**config.mk**
```make
export PLATFORM = sky130hd
export DESIGN_NAME = line_fill
export DESIGN_NICKNAME = d
export VERILOG_FILES = /design/src/logic/cache_pkg.sv /design/src/logic/line_fill.sv
export VERILOG_INCLUDE_DIRS = /design/src /design/src/logic
export SDC_FILE = /design/constraint.sdc
export NUM_CORES = 1
export LEC_CHECK = 0
export BUFFER_PORTS_ARGS = -buffer_cell sky130_fd_sc_hd__buf_2
export CORE_UTILIZATION = 56
export CTS_BUF_LIST = sky130_fd_sc_hd__clkbuf_8
export CTS_CLUSTER_DIAMETER = 150
export DETAILED_ROUTE_END_ITERATION = 10
export GPL_TIMING_DRIVEN = 0
export PLACE_DENSITY_LB_ADDON = 0.12
export SKIP_LAST_GASP = 1
export SLEW_MARGIN = 20
export SYNTH_ARGS = -nofsm -noshare
export SYNTH_HDL_FRONTEND = slang
export SYNTH_SLANG_ARGS = --single-unit
```
**constraint.sdc**
```tcl
create_clock -name clock -period 5.95 [get_ports clock]
set_clock_uncertainty 0.05 [all_clocks]
set_input_delay 0.8925 -clock clock [delete_from_list [all_inputs] [get_ports clock]]
set_output_delay 0.8925 -clock clock [all_outputs]
set_load 0.005 [all_outputs]
```
**src/logic/cache_defs.svh**
```systemverilog
`ifndef CACHE_DEFS_SVH
`define CACHE_DEFS_SVH

// byte address into memory
`define CACHE_ADDR_WIDTH 32

// same word width on cpu and memory side
`define CACHE_DATA_WIDTH 32
`define CACHE_BE_WIDTH   4

// one line is one burst
`define CACHE_LINE_WORDS 4

// geometry
`define CACHE_SETS 64
`define CACHE_WAYS 4

// replacement lfsr start value
`define CACHE_LFSR_SEED 11'd101

`endif

```
**src/logic/cache_pkg.sv**
```systemverilog
`default_nettype none

`include "cache_defs.svh"

package cache_pkg;

  localparam int WORD_W  = $clog2(`CACHE_LINE_WORDS);  // word within line
  localparam int INDEX_W = $clog2(`CACHE_SETS);
  localparam int BYTE_W  = $clog2(`CACHE_BE_WIDTH);    // byte within word
  localparam int TAG_W   = `CACHE_ADDR_WIDTH - INDEX_W - WORD_W - BYTE_W;
  localparam int WAY_W   = $clog2(`CACHE_WAYS);

  // cpu address, flat or split into lookup fields
  typedef union packed {
    logic [`CACHE_ADDR_WIDTH-1:0] flat;
    struct packed {
      logic [TAG_W-1:0]   tag;
      logic [INDEX_W-1:0] index;
      logic [WORD_W-1:0]  word;
      logic [BYTE_W-1:0]  byte_off;
    } field;
  } cache_addr_u;

endpackage

`default_nettype wire

```
**src/logic/line_fill.sv**
```systemverilog
`timescale 1ns/100ps
`default_nettype none

`include "cache_defs.svh"

module line_fill (
  input  wire                                            clock,
  input  wire                                            reset_n,
  input  wire                                            fill_start,
  input  wire  [`CACHE_ADDR_WIDTH-1:0]                   cpu_addr,
  input  wire                                            cpu_wr,
  input  wire  [`CACHE_BE_WIDTH-1:0]                     cpu_wr_be,
  input  wire  [`CACHE_DATA_WIDTH-1:0]                   cpu_wr_data,
  input  wire                                            mem_rd_valid,
  input  wire  [`CACHE_DATA_WIDTH-1:0]                   mem_rd_data,
  output logic                                           line_ready,
  output logic [`CACHE_LINE_WORDS*`CACHE_DATA_WIDTH-1:0] line,
  output logic [cache_pkg::INDEX_W-1:0]                  fill_index,
  output logic                                           fill_dirty
);

  localparam int LW   = `CACHE_LINE_WORDS;
  localparam int DW   = `CACHE_DATA_WIDTH;
  localparam int BW   = `CACHE_BE_WIDTH;
  localparam int BITS = DW / BW;

  cache_pkg::cache_addr_u req_a;

  logic                           open_q;
  logic [cache_pkg::WORD_W-1:0]   ptr_q;  // offset of the next beat
  logic [LW-1:0]                  word_valid_q;
  logic [LW-1:0]                  ptr_bit;
  logic                           last_beat;
  logic [LW*DW-1:0]               line_d;

  assign req_a     = cpu_addr;
  assign ptr_bit   = LW'(1) << ptr_q;
  assign last_beat = mem_rd_valid && (&(word_valid_q | ptr_bit));

  always_comb begin
    line_d = line;
    if (mem_rd_valid)
      line_d[ptr_q*DW +: DW] = mem_rd_data;
    // fold in the stalled cpu write so the installed copy is current
    if (last_beat && cpu_wr) begin
      for (int b = 0; b < BW; b++) begin
        if (cpu_wr_be[b])
          line_d[req_a.field.word*DW + b*BITS +: BITS] = cpu_wr_data[b*BITS +: BITS];
      end
    end
  end

  always_ff @(posedge clock or negedge reset_n) begin
    if (!reset_n) begin
      open_q       <= 1'b0;
      ptr_q        <= '0;
      word_valid_q <= '0;
      fill_index   <= '0;
      fill_dirty   <= 1'b0;
      line_ready   <= 1'b0;
    end else begin
      line_ready <= last_beat;
      if (fill_start) begin
        open_q       <= 1'b1;
        ptr_q        <= req_a.field.word;  // wrap starts at requested word
        word_valid_q <= '0;
        fill_index   <= req_a.field.index;
      end else if (mem_rd_valid) begin
        ptr_q        <= ptr_q + 1'b1;
        word_valid_q <= word_valid_q | ptr_bit;
        if (last_beat) begin
          open_q     <= 1'b0;
          fill_dirty <= cpu_wr;
        end
      end
    end
  end

  always_ff @(posedge clock) begin
    line <= line_d;
  end

  a_beat_in_fill: assert property (@(posedge clock) disable iff (!reset_n)
    mem_rd_valid |-> open_q);

endmodule

`default_nettype wire

```
==> flow_summary.ini <==
[grt]
grt_pass1_wl_um = 32700
grt_util_all_layers = 0.339
globalRouteOverflowTotal = 0
gr_util_met3 = 0.0811
grt_most_used_layer = met2
gr-usage-met2 = 0.542
first_global_vias = 6173
antenna_found_initial = 1
m1_gr_usage = 0.449
largest_net_degree_at_the_start_of_global_routing = 17

[synthesis]
dominantRegCellSynth = dfxtp_1
synth_top_cells_by_count = dfxtp_1, nand2_1, mux2i_1
synth.mux.area_fraction = 0.132
syn-cell-area_mm2 = 0.00672
synth_top_family_by_area = simple AND/OR/NAND/NOR gates
syn_avg_cell_area_um2 = 9.13
post_synth_xor_area_fraction = 0.00130
synthMostInstantiatedCell = dfxtp_1
yosys_reg_bits = 142
synthCells = 736
synthesis.nets = 853
synth_simple_gate_area_share = 0.203
async_flop_share = 0.0986
synth-seq-area-share = 0.433
post_synthesis_adder_cell_area_fraction = 0.0223
yosys-top-cells-area = dfxtp_1, mux2i_1, a22oi_1, and3_1, dfrtp_1
yosys.area.top_type_share = 0.381
synth-edff-count = 0
yosys_top_cell_by_area = dfxtp_1
synthesis.yosys.warnings = 0
ys_types = 36
synth_compound_gate_area_share = 0.164

[clocking]
clock_latency_ns = 0.45
max-clock-path-buffers = 2
postCtsSetupBuffers = 0
clock_tree.htree_level_count = 4
clock-root-buffer = clkbuf_8
cts_tree = done
cts.hold.buffers_added = 0
numClockSinks = 142
cts.clk_slew.worst_paths_ns = 0.08
cts_inserted_buffers = 17
post_cts_resize_count = 0

[die]
initial_core_util = 0.581
dieArea_mm2 = 0.0124
die_height_um = 112
ioPinCount = 241
placementRows = 39
floorplan.core_area_mm2 = 0.0116
die_width_um = 112

[worst_hold_path]
hp-class = in -> async

[route]
vias_per_cell = 6.07
first_iter_violations = 643
detailedRoute.firstPassIterationCount = 10
total_number_of_vias = 6836
wire_per_inst_um = 19.0
drt.antenna.violating_nets = 0
post-route-drc-count = 12
totalWireLength_um = 21400

[finish]
nNetsFinal = 1087
multiInputGateArea_mm2 = 0.00352
final_layout_size_suffix_gt1_frac = 0.295
n_fill_cell = 921
sequential_cell_area_mm2 = 0.00291
syn2layout_area_growth_pct = 25.3

[timing]
max_slew_margin = 0.281
achievable-frequency_mhz = 372
setup-violations-final = 0
tns_ns = 0
final.setup.worst_slack_ns = 3.26
grt_setup_unrepaired = false
slew_viol_final = 0
finalHoldViolCount = 0
final_min_period_over_clock_period = 0.452
timing.final.crit_period_ns = 2.69
worst_pin_slew_ns = 1.08

[setup_path]
rr_worst_depth = 6
path_class = reg -> reg
critical-path-max-stage-delay_ns = 0.68
crit_path_max_fanout = 9
cpMaxStageDelayCell = nor3_1
endpoint_class_of_the_critical_path = flip-flop
crit_path_start_kind = flip-flop
crit_chain = inv_1 -> ha_1 -> or3b_1 -> nor3_1 -> a22oi_1 -> mux2i_1
critPathRequiredTime_ns = 6.28
worst-endpoint-arrival_ns = 3.02

[placement]
post-place-ws_ns = 2.90
portBuffers = 215
place.gp.congestion = 0.880
dp_hpwl_um = 15100

[status]
run_status = finished, violations left
violations = design-rule violations

[power]
vdd.ir_drop.worst_uv = 202
cellPowerDensity_mw_per_mm2 = 292
power.leakage_nw = 4.05

[job]
max-cap-violations = 0
==> state kept, by name (all words and copies together), names as in the netlist <==
name and flops:
line 128, fill_index 6, word_valid_q 4, ptr_q 2, fill_dirty 1, line_ready 1
==> cell usage in the layout (no fill, tap or decap), types with 26 or more instances in the layout <==
cell type | netlist | final
buf_2 | 15 | 230
dfxtp_1 | 128 | 128
nand2_1 | 87 | 87
mux2i_1 | 81 | 81
a22oi_1 | 68 | 68
and3_1 | 64 | 64
a21oi_1 | 62 | 62
o21ai_0 | 50 | 50
nand4_1 | 48 | 48
clkbuf_1 | 40 | 40
clkbuf_8 | 0 | 26
==> area by class of cell <==
class | instances | share of cell area
Timing Repair Buffer | 215 | 0.128
Tap cell | 143 | 0.0212
Sequential cell | 142 | 0.346
Antenna cell | 1 | 0.000297
Clock buffer | 26 | 0.0425
Inverter | 4 | 0.00178
Clock inverter | 6 | 0.00921
Buffer | 63 | 0.0336
Multi-Input combinational cell | 527 | 0.418
==> power breakdown <==
part | total, mW | internal (mW) | leakage [nW] | switching (mW)
combinational | 0.479 | 0.212 | 2.60 | 0.267
sequential | 1.15 | 1.08 | 1.22 | 0.0727
clock | 0.828 | 0.470 | 0.234 | 0.358
total | 2.46 | 1.76 | 4.05 | 0.698
==> metal layers <==
layer | vias up | routed length [um]
met5 | - | 0
met4 | 0 | 447
met3 | 45 | 2120
met2 | 390 | 10100
met1 | 3217 | 8800
li1 | 3184 | -
==> critical path: cells and delay by family, from the launching register on <==
kind	cells	cell delay (ns)
flops	1	0.54
fa+ha+maj	1	0.37
compound gates	1	0.17
mux	1	0.20
simple gates	2	1.13
buf+inv	1	0.16
==> path summary, 6_finish.rpt <==
| check | from | slack (ns) | endpoint |
|---|---|---|---|
| min | reset_n | 0.27 | fill_dirty$_DFFE_PN0P_ |
| max reg2reg | ptr_q[0]$_DFFE_PN0P_ | 3.26 | line[112]$_DFF_P_ |
| max | ptr_q[0]$_DFFE_PN0P_ | 3.26 | line[112]$_DFF_P_ |
| min in group clock | fill_index[4]$_DFFE_PN0P_ | 0.47 | fill_index[4]$_DFFE_PN0P_ |
| min reg2reg | fill_index[4]$_DFFE_PN0P_ | 0.47 | fill_index[4]$_DFFE_PN0P_ |
| max in group asynchronous | reset_n | 5.33 | fill_index[5]$_DFFE_PN0P_ |
==> cell families (layout without fill, tap and decap cells) <==
group                      count (synthesis)  in the layout
and+or+nand+nor                          243            243
AOI/OAI and AO/OA                        183            183
DFF                                      142            142
muxes                                     88             88
buffers and inverters                     67            314
adders and majority gates                 12             12
xor gates and xnor gates                   1              1
other                                      0              1
==> stage by stage <==
step / cell area, um^2 / total power [mW] / std cells / hold slack (ns) / util
5_1_grt: 8420 / 2.56 / 1127 / 0.274 / 0.728
3_5_place_dp: 7980 / 1.64 / 1094 / 0.447 / 0.690
4_1_cts: 8410 / 2.45 / 1126 / 0.267 / 0.727
6_report: 8420 / 2.46 / 1127 / 0.272 / 0.728
2_1_floorplan: 6720 / 1.39 / 736 / 0.432 / -
3_3_place_gp: 7980 / 1.63 / 1094 / 0.437 / 0.690
Power figures use the tool's default switching activity.
