<file path="src/logic/cache_defs.svh">
`ifndef CACHE_DEFS_SVH
`define CACHE_DEFS_SVH

// byte address into memory
`define CACHE_ADDR_WIDTH 32

// same word width on cpu and memory side
`define CACHE_DATA_WIDTH 32
`define CACHE_BE_WIDTH   4

// one line is one burst
`define CACHE_LINE_WORDS 4

// geometry
`define CACHE_SETS 64
`define CACHE_WAYS 4

// replacement lfsr start value
`define CACHE_LFSR_SEED 11'd101

`endif

</file>
<file path="src/logic/cache_pkg.sv">
`default_nettype none

`include "cache_defs.svh"

package cache_pkg;

  localparam int WORD_W  = $clog2(`CACHE_LINE_WORDS);  // word within line
  localparam int INDEX_W = $clog2(`CACHE_SETS);
  localparam int BYTE_W  = $clog2(`CACHE_BE_WIDTH);    // byte within word
  localparam int TAG_W   = `CACHE_ADDR_WIDTH - INDEX_W - WORD_W - BYTE_W;
  localparam int WAY_W   = $clog2(`CACHE_WAYS);

  // cpu address, flat or split into lookup fields
  typedef union packed {
    logic [`CACHE_ADDR_WIDTH-1:0] flat;
    struct packed {
      logic [TAG_W-1:0]   tag;
      logic [INDEX_W-1:0] index;
      logic [WORD_W-1:0]  word;
      logic [BYTE_W-1:0]  byte_off;
    } field;
  } cache_addr_u;

endpackage

`default_nettype wire

</file>
<file path="src/logic/cache_ctrl.sv">
`timescale 1ns/100ps
`default_nettype none

`include "cache_defs.svh"

module cache_ctrl (
  input  wire                           clock,
  input  wire                           reset_n,
  input  wire  [`CACHE_ADDR_WIDTH-1:0]  cpu_addr,
  input  wire                           cpu_rd,
  input  wire                           cpu_wr,
  input  wire                           any_hit,
  input  wire  [`CACHE_WAYS-1:0]        way_valid,
  input  wire  [`CACHE_WAYS-1:0]        way_dirty,
  input  wire  [cache_pkg::WAY_W-1:0]   victim_way,
  input  wire  [cache_pkg::TAG_W-1:0]   victim_tag,
  input  wire                           mem_waitrequest,
  input  wire                           line_ready,
  output logic                          cpu_waitrequest,
  output logic                          cpu_rd_valid,
  output logic                          write_hit,
  output logic                          tag_write,
  output logic [cache_pkg::WAY_W-1:0]   tag_write_way,
  output logic                          tag_write_valid,
  output logic                          tag_write_dirty,
  output logic                          advance,
  output logic                          fill_start,
  output logic [cache_pkg::WAY_W-1:0]   fill_way,
  output logic [cache_pkg::WAY_W-1:0]   wb_way,
  output logic [cache_pkg::WORD_W-1:0]  wb_word,
  output logic [`CACHE_ADDR_WIDTH-1:0]  mem_addr,
  output logic                          mem_rd,
  output logic                          mem_wr
);

  localparam int AW = `CACHE_ADDR_WIDTH;
  localparam int WDW = cache_pkg::WORD_W;

  localparam logic [1:0] ST_IDLE = 2'd0;
  localparam logic [1:0] ST_WB   = 2'd1;  // victim burst out
  localparam logic [1:0] ST_RD   = 2'd2;  // read request pending
  localparam logic [1:0] ST_FILL = 2'd3;  // waiting on read beats

  cache_pkg::cache_addr_u req_a;
  cache_pkg::cache_addr_u wb_a;
  cache_pkg::cache_addr_u fill_a;

  logic [1:0] state_q;
  logic       hit_ok;
  logic       miss;
  logic       victim_dirty;
  logic       wb_start;
  logic       wb_last;

  assign req_a = cpu_addr;

  always_comb begin
    wb_a                  = '0;
    wb_a.field.tag        = victim_tag;
    wb_a.field.index      = req_a.field.index;
    fill_a                = req_a;
    fill_a.field.byte_off = '0;
  end

  assign hit_ok       = (state_q == ST_IDLE) && any_hit;
  assign miss         = (state_q == ST_IDLE) && (cpu_rd || cpu_wr) && !any_hit;
  assign victim_dirty = way_valid[victim_way] && way_dirty[victim_way];
  assign wb_start     = miss && victim_dirty;
  assign wb_last      = (wb_word == WDW'(`CACHE_LINE_WORDS - 1));

  assign cpu_waitrequest = (cpu_rd || cpu_wr) && !hit_ok;
  assign cpu_rd_valid    = cpu_rd && hit_ok;
  assign write_hit       = cpu_wr && hit_ok;

  // write hit marks dirty, writeback start drops the victim
  assign tag_write       = write_hit || wb_start;
  assign tag_write_way   = victim_way;
  assign tag_write_valid = write_hit;
  assign tag_write_dirty = write_hit;

  assign fill_start = (miss && !victim_dirty) ||
                      ((state_q == ST_WB) && !mem_waitrequest && wb_last);
  assign advance    = fill_start;

  always_ff @(posedge clock or negedge reset_n) begin
    if (!reset_n) begin
      state_q  <= ST_IDLE;
      mem_rd   <= 1'b0;
      mem_wr   <= 1'b0;
      mem_addr <= '0;
      wb_word  <= '0;
      wb_way   <= '0;
      fill_way <= '0;
    end else begin
      case (state_q)
        ST_IDLE: begin
          if (miss) begin
            fill_way <= victim_way;
            if (victim_dirty) begin
              state_q  <= ST_WB;
              mem_wr   <= 1'b1;
              mem_addr <= wb_a.flat;  // line base of the victim
              wb_way   <= victim_way;
              wb_word  <= '0;
            end else begin
              state_q  <= ST_RD;
              mem_rd   <= 1'b1;
              mem_addr <= fill_a.flat;
            end
          end
        end
        ST_WB: begin
          if (!mem_waitrequest) begin
            wb_word <= wb_word + 1'b1;
            if (wb_last) begin
              state_q  <= ST_RD;
              mem_wr   <= 1'b0;
              mem_rd   <= 1'b1;
              mem_addr <= fill_a.flat;
            end else begin
              mem_addr <= mem_addr + AW'(`CACHE_BE_WIDTH);
            end
          end
        end
        ST_RD: begin
          if (!mem_waitrequest) begin
            state_q <= ST_FILL;
            mem_rd  <= 1'b0;
          end
        end
        default: begin
          if (line_ready)
            state_q <= ST_IDLE;
        end
      endcase
    end
  end

  a_rd_wr_excl: assert property (@(posedge clock) disable iff (!reset_n) !(mem_rd && mem_wr));

  // a completed line must find the controller waiting for it
  a_ready_in_fill: assert property (@(posedge clock) disable iff (!reset_n)
    line_ready |-> (state_q == ST_FILL));

endmodule

`default_nettype wire

</file>
<file path="config.mk">
export PLATFORM = sky130hd
export DESIGN_NAME = cache_ctrl
export DESIGN_NICKNAME = d
export VERILOG_FILES = /design/src/logic/cache_pkg.sv /design/src/logic/cache_ctrl.sv
export VERILOG_INCLUDE_DIRS = /design/src /design/src/logic
export SDC_FILE = /design/constraint.sdc
export NUM_CORES = 1
export LEC_CHECK = 0
export ABC_AREA = 1
export BUFFER_PORTS_ARGS = -buffer_cell sky130_fd_sc_hd__buf_2
export CORE_UTILIZATION = 53
export CTS_BUF_LIST = sky130_fd_sc_hd__clkbuf_4 sky130_fd_sc_hd__clkbuf_8
export DETAILED_ROUTE_END_ITERATION = 16
export GPL_TIMING_DRIVEN = 0
export PLACE_DENSITY = 0.82
export SLEW_MARGIN = 10
export SYNTH_ARGS = -nofsm -noshare
export SYNTH_HDL_FRONTEND = slang
export SYNTH_SLANG_ARGS = --single-unit
</file>
<file path="constraint.sdc">
create_clock -name clock -period 2.4 [get_ports clock]
set_input_delay 0.36 -clock clock [delete_from_list [all_inputs] [get_ports clock]]
set_output_delay 0.36 -clock clock [all_outputs]
set_load 0.01 [all_outputs]
</file>
==> metrics.md <==
| Metric | Value |
|---|---|
| Synth warn | `0` |
| Distinct cells, synth | `37` |
| Nets@finish | `between 800 and 900` |
| Row cnt | `29` |
| F_max | `~440 MHz` |
| Pleak | `roughly 0.0025 uW` |
| Vias per cell | `about 5.3` |
| Dpl hpwl | `~8200 um` |
| Share of layout cells above drive strength 1 | `0.254` |
| Mapped cell area | `around 0.0036 mm2` |
| Worst vdd ir | `roughly 0.68 mV` |
| Via total after detailed routing | `around 4300` |
| Max Transition Viols Final | `0` |
| Top-Level Pins | `121` |
| Mean Syn Cell Area | `6.05 um2` |
| Critical path arrival | `1.89 ns` |
| Reg2reg start | `state_q[0]` |
| Post-synth top flop | `dfrtp_1` |
| Critical path capture point type | `output pin` |
| Power density over cell area | `around 1200 mW/mm2` |
| TNS Setup | `0 ns` |
| Gr ovfl total | `0` |
| Mapped Cells | `approximately 600` |
| Max Buffers Root-to-Sink | `2` |
| Most frequent cells in the layout | `164 x nand2_1, 124 x buf_2, 118 x nor2_1, 68 x inv_1, 45 x nand3_1` |
| Worst slew pin tran | `0.958 ns` |
| Initial antenna violation count | `0` |
| # clock sinks | `40` |
| DRC | `0` |
| Area growth from synthesis to layout | `22.6%` |
| H-tree lvl count | `2` |
| Iter 0 DRT Violations | `380` |
| Core Util, Final | `0.688` |
| Final wirelength | `about 11000 um` |
| Chip Height | `roughly 85 um` |
| RSZ-0062 raised after global routing | `no` |
| EDFF count, synth | `0` |
| Required @ worst endpoint | `roughly 2.0 ns` |
| CTS tree | `done` |
| First-pass GRT wire length | `18000 um` |
| Max_cap viols | `0` |
| Core area | `0.00646 mm2` |
| CTS Buf Count | `5` |
| Clk_lat worst skew | `0.30 ns` |
| Period utilization | `0.938` |
| Normalized max-slew margin | `0.362` |
| Port bufs | `116` |
| Min-Delay Path Class | `input pin to asynchronous set/reset pin` |
| Reg clk slew, reported paths | `around 0.09 ns` |
| Routed len/inst | `around 13 um` |
| Crit path max fanout | `8` |
| Cells on worst reg2reg path | `13` |
| Reg-to-Reg End | `mem_addr[15]` |
| Seq/Total Area, Yosys | `0.276` |
| Clk_skew | `between 0.006 and 0.007 ns` |
| Critical path class | `flop to output pin` |
| Routed Antenna Nets | `0` |
| Clock root cell | `clkbuf_8` |
| GRT Overall Usage | `0.312` |
| Fin crit period | `~2.3 ns` |
| Setup slack, reg-to-reg | `0.46 ns` |
| Ant diodes | `0` |
| Setup violators final | `0` |
| Starting Density | `0.561` |
| Outcome | `completed` |
| Async S/R FF share, synth | `1.00` |
| Drt first pass iters | `8` |
| Die width | `roughly 85 um` |
| Crit start category | `flop` |
| Fin. Hold Viols | `0` |
| Final worst slack | `around 0.15 ns` |
| FF+latch count, synth | `40` |
| Commonest non-fill, non-tap cell in the layout | `nand2_1` |
| Largest net degree at the start of global routing | `41` |
| Gpl congestion | `around 0.87` |
| Die area | `a little over 0.007 mm2` |
| Vias in the first global route | `around 4000` |
| Worst slack at placement | `about 0.12 ns` |
| Crit path launch | `state_q[0]` |
synthesized netlist by cell type (2+ instances only):
cell type | number | area (um2)
nor2_4 | 5 | 56.3
a22oi_1 | 8 | 60.1
ha_1 | 7 | 87.6
o22ai_1 | 2 | 12.5
o21ai_1 | 11 | 55.1
o21ai_0 | 24 | 120
xor2_1 | 2 | 17.5
or2_1 | 9 | 56.3
nand4_1 | 2 | 12.5
dfrtp_1 | 40 | 1000
inv_2 | 5 | 18.8
a21oi_1 | 20 | 100
and2_1 | 2 | 12.5
buf_6 | 4 | 45.0
nor2_1 | 118 | 443
nand2_1 | 165 | 619
inv_1 | 69 | 259
buf_2 | 8 | 40.0
nand3b_1 | 11 | 82.6
or2_2 | 5 | 31.3
nand3_1 | 45 | 225
nor2_2 | 7 | 43.8
nand2_2 | 3 | 18.8
buf_4 | 11 | 82.6
clkbuf_1 | 4 | 15.0
area by class of cell:
class | instances | area (um2)
multi-input cells | 458 | 2180
plain buffers | 27 | 186
flip-flops and latches | 40 | 1000
repair buffers | 117 | 588
fillers | 606 | 2020
clock buffers | 6 | 76.3
well taps | 77 | 96.3
clock inverters | 2 | 35.0
inverters | 75 | 282
routing by layer:
layer	up-vias	GRT usage	part of all wire
li1	2114	-	-
met2	231	0.542	0.47
met3	31	0.0482	0.085
met5	-	0	0
met1	1912	0.389	0.42
met4	0	0.123	0.027
worst max-delay path, cell delays in order, from the launching register on:
cell     delay (ns)
dfrtp_2        0.45
inv_1          0.10
ha_1           0.16
buf_6          0.13
inv_2          0.05
nor2_4         0.09
o21ai_4        0.10
or2_4          0.28
o21ai_0        0.07
buf_2          0.15
power by group:
group / internal (uW) / total (uW) / switching (uW) / leakage, uW
clock network: 321 / 578 / 258 / 0.0000586
registers: 1020 / 1460 / 439 / 0.000465
logic: 1240 / 3180 / 1930 / 0.00197
what timing repair did:
| action | in CTS | in global routing |
|---|---|---|
| resized for setup | 4 | 4 |
| gates cloned | 0 | 0 |
| hold endpoints to repair | 0 | 0 |
| hold buffers | 0 | 0 |
| buffers inserted | 0 | 1 |
| endpoints found under the setup margin | 2 | 3 |
sequential cells by signal, indices dropped and copies added (netlist names):
signal and flops:
wb_way 2, mem_rd 1, state_q 2, mem_wr 1, fill_way 2, wb_word 2, mem_addr 30
worst max path at each step:
stage | to | slack [ns] | cells past startpoint
floorplan | fill_start | 0.43 | 6
global placement | fill_start | 0.16 | 7
detailed placement | fill_start | 0.12 | 7
CTS | fill_start | 0.03 | 7
global route | tag_write | 0.03 | 9
finish | tag_write | 0.15 | 9
metrics by stage:
| stage | std cells | total power (uW) | cell area, um2 | hold slack [ns] |
|---|---|---|---|---|
| after floorplan | 600 | 3550 | 3630 | 0.0644 |
| after CTS | 801 | 5160 | 4430 | 0.235 |
| after detailed placement | 793 | 4560 | 4310 | 0.475 |
| after global placement | 793 | 4450 | 4310 | 0.466 |
| final | 802 | 5210 | 4440 | 0.206 |
| after global routing | 802 | 5670 | 4440 | 0.273 |
kinds of logic (layout without fill, tap and decap cells):
family	count (synthesis)	count (layout)	share of synthesized area
AND/OR/NAND/NOR	374	374	0.450
buffers and inverters	102	227	0.128
AO/OA/AOI/OAI	71	71	0.111
flip-flops	40	40	0.276
adder cells (fa/ha/maj)	7	7	0.0242
XOR/XNOR	3	3	0.00725
other	1	2	0.00103
multiplexers	1	1	0.00276
No activity file was read; power rests on OpenSTA's default activity.
