File: config.mk
export PLATFORM = sky130hd
export DESIGN_NAME = victim_select
export DESIGN_NICKNAME = d
export VERILOG_FILES = /design/src/logic/cache_pkg.sv /design/src/logic/victim_select.sv
export VERILOG_INCLUDE_DIRS = /design/src /design/src/logic
export SDC_FILE = /design/constraint.sdc
export NUM_CORES = 1
export LEC_CHECK = 0
export ABC_AREA = 1
export BUFFER_PORTS_ARGS = -buffer_cell sky130_fd_sc_hd__clkbuf_2
export CAP_MARGIN = 20
export CORE_UTILIZATION = 52
export DETAILED_ROUTE_END_ITERATION = 12
export GPL_ROUTABILITY_DRIVEN = 0
export PLACE_DENSITY = 0.77
export SLEW_MARGIN = 10
export SYNTH_ARGS = -nofsm -noshare
export SYNTH_HDL_FRONTEND = slang
export SYNTH_SLANG_ARGS = --single-unit
File: constraint.sdc
create_clock -name clock -period 1.7 [get_ports clock]
set_input_delay 0.34 -clock clock [delete_from_list [all_inputs] [get_ports clock]]
set_output_delay 0.34 -clock clock [all_outputs]
set_load 0.02 [all_outputs]
File: src/logic/cache_defs.svh
`ifndef CACHE_DEFS_SVH
`define CACHE_DEFS_SVH

// byte address into memory
`define CACHE_ADDR_WIDTH 32

// same word width on cpu and memory side
`define CACHE_DATA_WIDTH 32
`define CACHE_BE_WIDTH   4

// one line is one burst
`define CACHE_LINE_WORDS 4

// geometry
`define CACHE_SETS 64
`define CACHE_WAYS 4

// replacement lfsr start value
`define CACHE_LFSR_SEED 11'd101

`endif

File: src/logic/cache_pkg.sv
`default_nettype none

`include "cache_defs.svh"

package cache_pkg;

  localparam int WORD_W  = $clog2(`CACHE_LINE_WORDS);  // word within line
  localparam int INDEX_W = $clog2(`CACHE_SETS);
  localparam int BYTE_W  = $clog2(`CACHE_BE_WIDTH);    // byte within word
  localparam int TAG_W   = `CACHE_ADDR_WIDTH - INDEX_W - WORD_W - BYTE_W;
  localparam int WAY_W   = $clog2(`CACHE_WAYS);

  // cpu address, flat or split into lookup fields
  typedef union packed {
    logic [`CACHE_ADDR_WIDTH-1:0] flat;
    struct packed {
      logic [TAG_W-1:0]   tag;
      logic [INDEX_W-1:0] index;
      logic [WORD_W-1:0]  word;
      logic [BYTE_W-1:0]  byte_off;
    } field;
  } cache_addr_u;

endpackage

`default_nettype wire

File: src/logic/victim_select.sv
`timescale 1ns/100ps
`default_nettype none

`include "cache_defs.svh"

module victim_select (
  input  wire                           clock,
  input  wire                           reset_n,
  input  wire                           advance,
  input  wire  [`CACHE_WAYS-1:0]        way_valid,
  input  wire  [`CACHE_WAYS-1:0]        way_dirty,
  output logic [cache_pkg::WAY_W-1:0]   victim_way
);

  localparam int WAYS = `CACHE_WAYS;
  localparam int WW   = cache_pkg::WAY_W;

  logic [10:0]   lfsr;
  logic [WW-1:0] rand_way;

  // x^11 + x^9 + 1 stepped two bits at a time
  always_ff @(posedge clock or negedge reset_n) begin
    if (!reset_n)
      lfsr <= `CACHE_LFSR_SEED;
    else if (advance)
      lfsr <= {lfsr[1:0] ^ lfsr[3:2], lfsr[10:2]};
  end

  assign rand_way = lfsr[WW-1:0];

  always_comb begin
    logic          found;
    logic [WW-1:0] probe;
    found      = 1'b0;
    probe      = rand_way;
    victim_way = rand_way;  // random way if every line is dirty
    for (int k = 0; k < WAYS; k++) begin
      if (!found && !way_valid[k]) begin
        victim_way = WW'(k);
        found      = 1'b1;
      end
    end
    // set full so look for a clean line from the random way on
    for (int k = 0; k < WAYS; k++) begin
      probe = rand_way + WW'(k);  // wraps since ways are a power of two
      if (!found && !way_dirty[probe]) begin
        victim_way = probe;
        found      = 1'b1;
      end
    end
  end

endmodule

`default_nettype wire

==> metrics.txt, run 1 <==
CP Launch Type flip-flop; maximum fanout along the worst path 8; pre-CTS setup slack -0.160 ns; Worst-Skew Late Latency 0.26 ns; Synth area leader dfrtp_1; CTS root buffer clkbuf_4; Avg Inst Size Synth 6.82 um2; Detail Placement HPWL 1.15 mm; Rows 13; vias in the first global route 674; 1st-iter DRT viols 15; Sink Count 11; max FFs per register 11; max-cap violation count 0; 1st-pass router iterations 5; Least-Margin Pin Slew 0.290 ns; Final Cycle Share 127%; Fmax 0.463 GHz; Slew Viols, Final 0; yosys warns 0; I/O pin count 13; pwr dens 1350 nW/um2; Static Leakage 0.520 nW; area of the multi-input gates 490 um2; routed len/inst 13.4 um; Area after DPL 885 um2; die area 1540 um2; Netlist cell types 17; CTS tree yes; initial antenna violation count 0; largest net degree at the start of global routing 13; DRC violations left 0; endpoints failing setup 2; buffer depth of the longest clock path 2; CP Class flip-flop to output port; Die X 39.3 um; min setup slack post-route -0.460 ns; Port Buffers 12; first-pass GRT wire length 2.64 mm; routed wl met2 1.05 mm; placed cell count 140; CP Cell Sequence buf_6 > inv_8 > nand2_2 > nand3_2 > nand2_2 > nor2_4 > nand3_1 > nand3_1 > nand2_1 > nand2_1 > clkbuf_8; Worst EP arrival 1.82 ns; ranking of synthesized cells by area dfrtp_1 24%, nand2_1 24%, dfstp_2 15%, nand3_1 7.6%, nand2_2 6.9%; H-tree lvl count 1; met3 wire length 86 um; post-synthesis cell count 106; syn nets 117; Worst path slowest cell dfstp_2; hold slack 0.399 ns; Setup crit end kind output port; cell area after synthesis 723 um2; worst rel slew slack 80.6%; CP max stage delay 0.59 ns; critical path required time 1.36 ns; Reg with most FFs lfsr; sequential area share after synthesis 38.8%; routed wire length 2.00 mm; clock-pin transition on the worst setup and hold timing paths 0.07 ns; crit path time final 2.16 ns; register area 280 um2; Die H 39.3 um; Fin. Hold Viols 0; Area growth, synth to finish 46.7%; fill cell count 83; core box area 1300 um2; biggest regs lfsr: 11 flops; CTS buffer count 3; Synth Register Bits 11; gr usage total 25.8%; nets 146; unrepaired setup endpoints after global routing yes; vias post-DR 779; maximum vdd drop 0.00104 V; vias per std cell 5.23; Layout Cells excl Fill 149; GR Overflow Total 0; status finished, violations left; final instance area 1060 um2; Synth top area share 24.2%; clk_skew 0.000430 ns; Final ANT Viol Nets 0; Antenna diodes 0; initial core utilization 55.6%; DR top layer met4; share of cells above drive strength 1 49.3%; failing checks negative setup slack; worst min-delay path category primary input to flip-flop; DRT met1 WL 830 um
## final cells by class
class	instances	area share, %
inverters	8	3.77
clock buffers	4	2.48
multi-input cells	84	46.2
well taps	15	1.77
repair buffers	27	19.3
flip-flops and latches	11	26.4
## final timing paths
path                         start             to  slack (ns)  depth (start not counted)
setup reg to reg           lfsr[0]        lfsr[9]        0.54                          4
hold / removal             advance        lfsr[5]        0.40                          3
min in group asynchronous  reset_n        lfsr[9]        0.48                          2
setup / recovery           lfsr[0]  victim_way[1]       -0.46                         11
max in group asynchronous  reset_n        lfsr[6]        0.95                          2
hold reg to reg            lfsr[5]        lfsr[5]        0.47                          2
## what timing repair did
action,in CTS,in global routing
hold buffers,1,0
resized for setup,9,22
endpoints found under the setup margin,2,2
endpoints found under the hold margin,7,0
pin swaps,14,10
buffers inserted,4,0
## synthesized netlist by cell type (all sizes together)
master and n:
inv 8, nand3 12, clkbuf 2, o21bai 1
dfstp 4, o21ai 10, dfrtp 7, xnor2 2
nand2 54, nor2 5, buf 1
## where the power goes
group,internal (mW),total (mW),switching [mW],leakage [nW]
registers,0.381,0.461,0.0797,0.133
logic,0.342,0.794,0.452,0.372
clock network,0.0908,0.176,0.0853,0.0150
## worst max-delay path, delay by kind of cell (launching register included)
family,cells,cell delay (ns)
and+or+nand+nor,8,0.63
buffers and inverters,3,0.32
DFF,1,0.59
## logic make-up (layout without fill, tap and decap cells)
logic type / Yosys count / in the layout / synth area share (%)
AOI/OAI and AO/OA: 11 / 11 / 7.96
buffers and inverters: 11 / 39 / 7.44
xor gates and xnor gates: 2 / 2 / 2.42
and+or+nand+nor: 71 / 71 / 43.4
DFF: 11 / 11 / 38.8
## per-stage QoR
stage | util [%] | setup TNS, ns | power, mW
detailed placement | 68.0 | -0.257 | 1.01
global placement | 68.0 | -0.233 | 0.984
global route | 81.5 | -1.08 | 1.52
finish | 81.5 | -0.895 | 1.43
CTS | 75.8 | -0.812 | 1.26
floorplan | - | 0 | 0.826
## per-layer routing
metal / track usage, % / vias up
met5: 0 / -
met1: 32.6 / 362
met3: 9.09 / 4
li1: - / 392
met2: 40.8 / 21
met4: 7.76 / 0
## layout by cell type (no fill, tap or decap), types with 3 or more instances in the layout
| master | netlist | layout |
|---|---|---|
| nand2_1 | 46 | 33 |
| nand2_2 | 8 | 17 |
| buf_4 | 0 | 11 |
| clkbuf_2 | 0 | 10 |
| nand3_1 | 11 | 8 |
| o21ai_0 | 7 | 7 |
| dfrtp_1 | 7 | 7 |
| inv_1 | 5 | 5 |
| nand3_2 | 1 | 4 |
| nand2_4 | 0 | 4 |
| nor2_4 | 0 | 4 |
| dfstp_2 | 4 | 4 |
| clkbuf_4 | 0 | 3 |
| buf_6 | 1 | 3 |
Power figures use the tool's default switching activity.
==> inputs of run 2 (changes only) <==
- SETUP_SLACK_MARGIN: default -> 0.2
==> metrics.txt, run 2 (same netlist as run 1, synthesis figures left out) <==
fill cell count 87 (was 83); Worst path slowest cell dfstp_2 (unchanged); routed len/inst 10.8 um (was 13.4 um); Worst-Skew Late Latency 0.26 ns (about the same); CTS buffer count 3 (unchanged); most frequent CP cell nand2_2; Area growth, synth to finish 45.5% (was 46.7%); commonest non-fill, non-tap cells in the layout 35 x nand2_1, 14 x nand2_2, 13 x buf_4 (was 33 x nand2_1, 17 x nand2_2, 11 x buf_4); CP max stage delay 0.57 ns (was 0.59 ns); largest net degree at the start of global routing 13 (unchanged); failing checks negative setup slack (unchanged); Reg2Reg Setup Slack 0.56 ns (was 0.54 ns); Least-Margin Pin Slew 0.273 ns (was 0.290 ns); area of the multi-input gates 468 um2 (was 490 um2); 1st-iter DRT viols 15 (unchanged); Die X 39.3 um (unchanged); Sink Count 11 (unchanged); maximum fanout along the worst path 5 (was 8); clk_skew 0.00673 ns (was 0.000430 ns); share of cells above drive strength 1 46.7% (was 49.3%); vias in the first global route 666 (was 674); Fmax 0.476 GHz (was 0.463 GHz); vias per std cell 4.93 (was 5.23); hold slack 0.394 ns (was 0.399 ns); Antenna diodes 0 (unchanged); Slew Viols, Final 0 (unchanged); min setup slack post-route -0.401 ns (was -0.460 ns); Rows 13 (unchanged); Static Leakage 0.535 nW (was 0.520 nW); CTS root buffer clkbuf_4 (unchanged); Area after DPL 925 um2 (was 885 um2); Detail Placement HPWL 1.26 mm (was 1.15 mm); Layout Cells excl Fill 150 (was 149); register area 280 um2 (unchanged); Final ANT Viol Nets 0 (unchanged); vias post-DR 739 (was 779); I/O pin count 13 (unchanged); initial antenna violation count 0 (unchanged); Worst EP arrival 1.76 ns (was 1.82 ns); Port Buffers 12 (unchanged); pwr dens 1290 nW/um2 (was 1350 nW/um2); 1st-pass router iterations 4 (was 5); biggest regs lfsr: 11 flops (unchanged); CTS tree yes (unchanged); unrepaired setup endpoints after global routing yes (unchanged); gr usage total 23.9% (was 25.8%); placed cell count 143 (was 140); Final Cycle Share 124% (was 127%); H-tree lvl count 1 (unchanged); Fin. Hold Viols 0 (unchanged); worst min-delay path category primary input to flip-flop (unchanged); endpoints failing setup 2 (unchanged); CP Class flip-flop to output port (unchanged); GR Overflow Total 0 (unchanged); most common cell after layout, fill and taps aside nand2_1 (unchanged); initial core utilization 55.6% (unchanged); CP Launch Type flip-flop (unchanged); die area 1540 um2 (unchanged); max FFs per register 11 (unchanged); first-pass GRT wire length 2.50 mm (was 2.64 mm); maximum vdd drop 0.000963 V (was 0.00104 V); Power Total 1.36 mW (was 1.43 mW); clock-pin transition on the worst setup and hold timing paths 0.07 ns (about the same); max-cap violation count 0 (unchanged); core box area 1300 um2 (unchanged); Reg with most FFs lfsr (unchanged); routed wire length 1.63 mm (was 2.00 mm); critical path required time 1.36 ns (about the same); status finished, violations left (unchanged); nets 147 (was 146); final instance area 1050 um2 (was 1060 um2); DRC violations left 0 (unchanged); Setup crit end kind output port (unchanged); worst rel slew slack 81.8% (was 80.6%); buffer depth of the longest clock path 2 (unchanged); crit path time final 2.10 ns (was 2.16 ns); Die H 39.3 um (unchanged); CP Cell Sequence buf_12 > nand2_1 > nand2_2 > nand2_2 > nand2_4 > inv_4 > nor2_4 > nand2_2 > nand2_2 > o21ai_4 > buf_8 (was buf_6 > inv_8 > nand2_2 > nand3_2 > nand2_2 > nor2_4 > nand3_1 > nand3_1 > nand2_1 > nand2_1 > clkbuf_8)
==> run 2: final cells by class <==
type | count | share of cell area, %
timing repair buffer | 28 | 20.8
sequential | 11 | 26.6
clock buffer | 4 | 2.50
tap | 15 | 1.78
inverter | 8 | 3.80
multi-input combinational | 84 | 44.5
==> run 2: path summary, 6_finish.rpt <==
path / start / end / cells past startpoint
hold reg to reg: lfsr[5] / lfsr[5] / 2
setup / recovery: lfsr[0] / victim_way[0] / 11
hold / removal: advance / lfsr[2] / 3
min in group asynchronous: reset_n / lfsr[4] / 2
setup reg to reg: lfsr[0] / lfsr[9] / 4
max in group asynchronous: reset_n / lfsr[5] / 2
==> run 2: power by group <==
group          internal, mW  switching (mW)
clock network        0.0905          0.0807
registers             0.380          0.0630
logic                 0.336           0.406
total                 0.807           0.549
==> run 2: per-stage QoR <==
step	util [%]	TNS [ns]	setup slack, ns
after global placement	71.1	-0.264	-0.151
final	80.9	-0.798	-0.401
after detailed placement	71.1	-0.323	-0.185
after global routing	80.9	-0.993	-0.497
after floorplan	-	0	0.00446
after CTS	79.2	-0.774	-0.391
==> run 2: layer usage <==
metal	routed length [um]	up-vias	part of all wire [%]	global-route usage, %
met4	17	0	1.0	9.48
met2	895	9	55	42.5
met3	24	2	1.5	3.98
met5	0	-	0	0
met1	689	334	42	28.4
li1	-	394	-	-
==> run 2: what timing repair did <==
item                       4_1_cts  5_1_grt
setup buffers                    2        0
resized for setup               12        7
setup endpoints to repair        2        2
hold buffers                     1        0
cloned                           0        0
pin swaps                       12       12
hold endpoints to repair         7        0
==> run 2: worst max-delay path: cells and delay by family (launching register included) <==
kind | cells | cell delay [ns]
buf+inv | 3 | 0.29
flops | 1 | 0.57
simple gates | 7 | 0.58
compound gates | 1 | 0.06
==> inputs of run 3 (changes only) <==
- CTS_CLUSTER_SIZE: default -> 20
- RECOVER_POWER: default -> 50
==> metrics.txt, run 3 (same netlist as run 1, synthesis figures left out) <==
max FFs per register 11 (unchanged); share of cells above drive strength 1 45.2% (was 46.7%); Setup crit end kind output port (unchanged); max-cap violation count 0 (unchanged); CP Class flip-flop to output port (unchanged); crit path time final 2.10 ns (about the same); I/O pin count 13 (unchanged); CTS root buffer clkbuf_4 (unchanged); clk_skew 0.00699 ns (was 0.00673 ns); CTS tree yes (unchanged); 1st-iter DRT viols 15 (unchanged); worst rel slew slack 61.5% (was 81.8%); clock-pin transition on the worst setup and hold timing paths 0.07 ns (about the same); first-pass GRT wire length 2.50 mm (unchanged); Power Total 1.36 mW (about the same); Rows 13 (unchanged); Worst-Skew Late Latency 0.26 ns (about the same); GR Overflow Total 0 (unchanged); Area growth, synth to finish 45.2% (was 45.5%); Die H 39.3 um (unchanged); vias per std cell 4.93 (about the same); Least-Margin Pin Slew 0.578 ns (was 0.273 ns); Reg with most FFs lfsr (unchanged); die area 1540 um2 (unchanged); maximum fanout along the worst path 5 (unchanged); nets 147 (unchanged); vias post-DR 740 (was 739); vias in the first global route 666 (unchanged); Fmax 0.476 GHz (about the same); post-layout util 80.7% (was 80.9%); final instance area 1050 um2 (about the same); min setup slack post-route -0.401 ns (about the same); initial core utilization 55.6% (unchanged); Port Buffers 12 (unchanged); pwr dens 1290 nW/um2 (about the same); commonest non-fill, non-tap cells in the layout 35 x nand2_1, 14 x nand2_2, 13 x buf_4 (unchanged); placed cell count 143 (unchanged); biggest regs lfsr: 11 flops (unchanged); CP Launch Type flip-flop (unchanged); initial antenna violation count 0 (unchanged); H-tree lvl count 1 (unchanged); worst min-delay path category primary input to flip-flop (unchanged); routed wire length 1.63 mm (unchanged); Slew Viols, Final 0 (unchanged); core box area 1300 um2 (unchanged); endpoints failing setup 2 (unchanged); Die X 39.3 um (unchanged); hold slack 0.450 ns (was 0.394 ns); setup TNS -0.799 ns (was -0.798 ns); Sink Count 11 (unchanged); routed len/inst 10.8 um (unchanged); most common cell after layout, fill and taps aside nand2_1 (unchanged); DRC violations left 0 (unchanged); Final ANT Viol Nets 0 (unchanged); gr usage total 23.9% (unchanged); buffer depth of the longest clock path 2 (unchanged); status finished, violations left (unchanged); critical path required time 1.36 ns (about the same); 1st-pass router iterations 4 (unchanged); Final Cycle Share 124% (about the same); Area after DPL 925 um2 (unchanged); failing checks negative setup slack (unchanged); Antenna diodes 0 (unchanged); unrepaired setup endpoints after global routing yes (unchanged); CTS buffer count 3 (unchanged); Worst EP arrival 1.76 ns (about the same); largest net degree at the start of global routing 13 (unchanged); Layout Cells excl Fill 150 (unchanged); Static Leakage 0.529 nW (was 0.535 nW); Fin. Hold Viols 0 (unchanged); maximum vdd drop 0.000962 V (was 0.000963 V); pre-CTS setup slack -0.185 ns (unchanged); Detail Placement HPWL 1.26 mm (unchanged)
[run 3: changes by cell type in the layout (fill, tap and decap cells not counted)]
cell	before	now
clkbuf_1	1	3
clkbuf_2	10	8
[run 3: timing repair]
item | CTS | global route
endpoints found under the setup margin | 2 | 2
pin swaps | 12 | 12
buffers inserted | 2 | 0
hold buffers | 1 | 0
resized for setup | 12 | 7
endpoints found under the hold margin | 7 | 0
[run 3: area by class of cell]
type,instances,area [um2]
tap,15,18.8
fill,88,251
timing repair buffer,28,216
clock buffer,4,26.3
sequential,11,280
inverter,8,40.0
multi-input combinational,84,468
[run 3: critical path, cell delays in order (launching register included)]
cell and delay, ns:
dfstp_2 0.57, buf_12 0.13, nand2_1 0.07, nand2_2 0.08, nand2_2 0.07, nand2_4 0.09, inv_4 0.04, nor2_4 0.09
nand2_2 0.09, nand2_2 0.09, o21ai_4 0.06, buf_8 0.12
[run 3: worst paths after layout]
kind | startpoint | slack [ns] | end | depth (start not counted)
max | lfsr[0] | -0.40 | victim_way[0] | 11
min | advance | 0.45 | lfsr[2] | 3
max reg2reg | lfsr[0] | 0.56 | lfsr[9] | 4
min reg2reg | lfsr[5] | 0.46 | lfsr[5] | 2
max in group asynchronous | reset_n | 0.74 | lfsr[10] | 2
min in group asynchronous | reset_n | 0.58 | lfsr[4] | 2
[run 3: per-layer routing]
layer  global-route usage (%)  wire length [um]  up-vias
met5                        0                 0        -
met4                     9.48                17        0
met3                     3.98                24        2
met2                     42.5               893        9
met1                     28.4               691      335
li1                         -                 -      394
[run 3: power by group]
group          switching, mW  total [mW]  internal (mW)
Clock                 0.0810       0.171         0.0905
Sequential            0.0630       0.443          0.380
Combinational          0.406       0.741          0.335
Total                  0.550        1.36          0.806
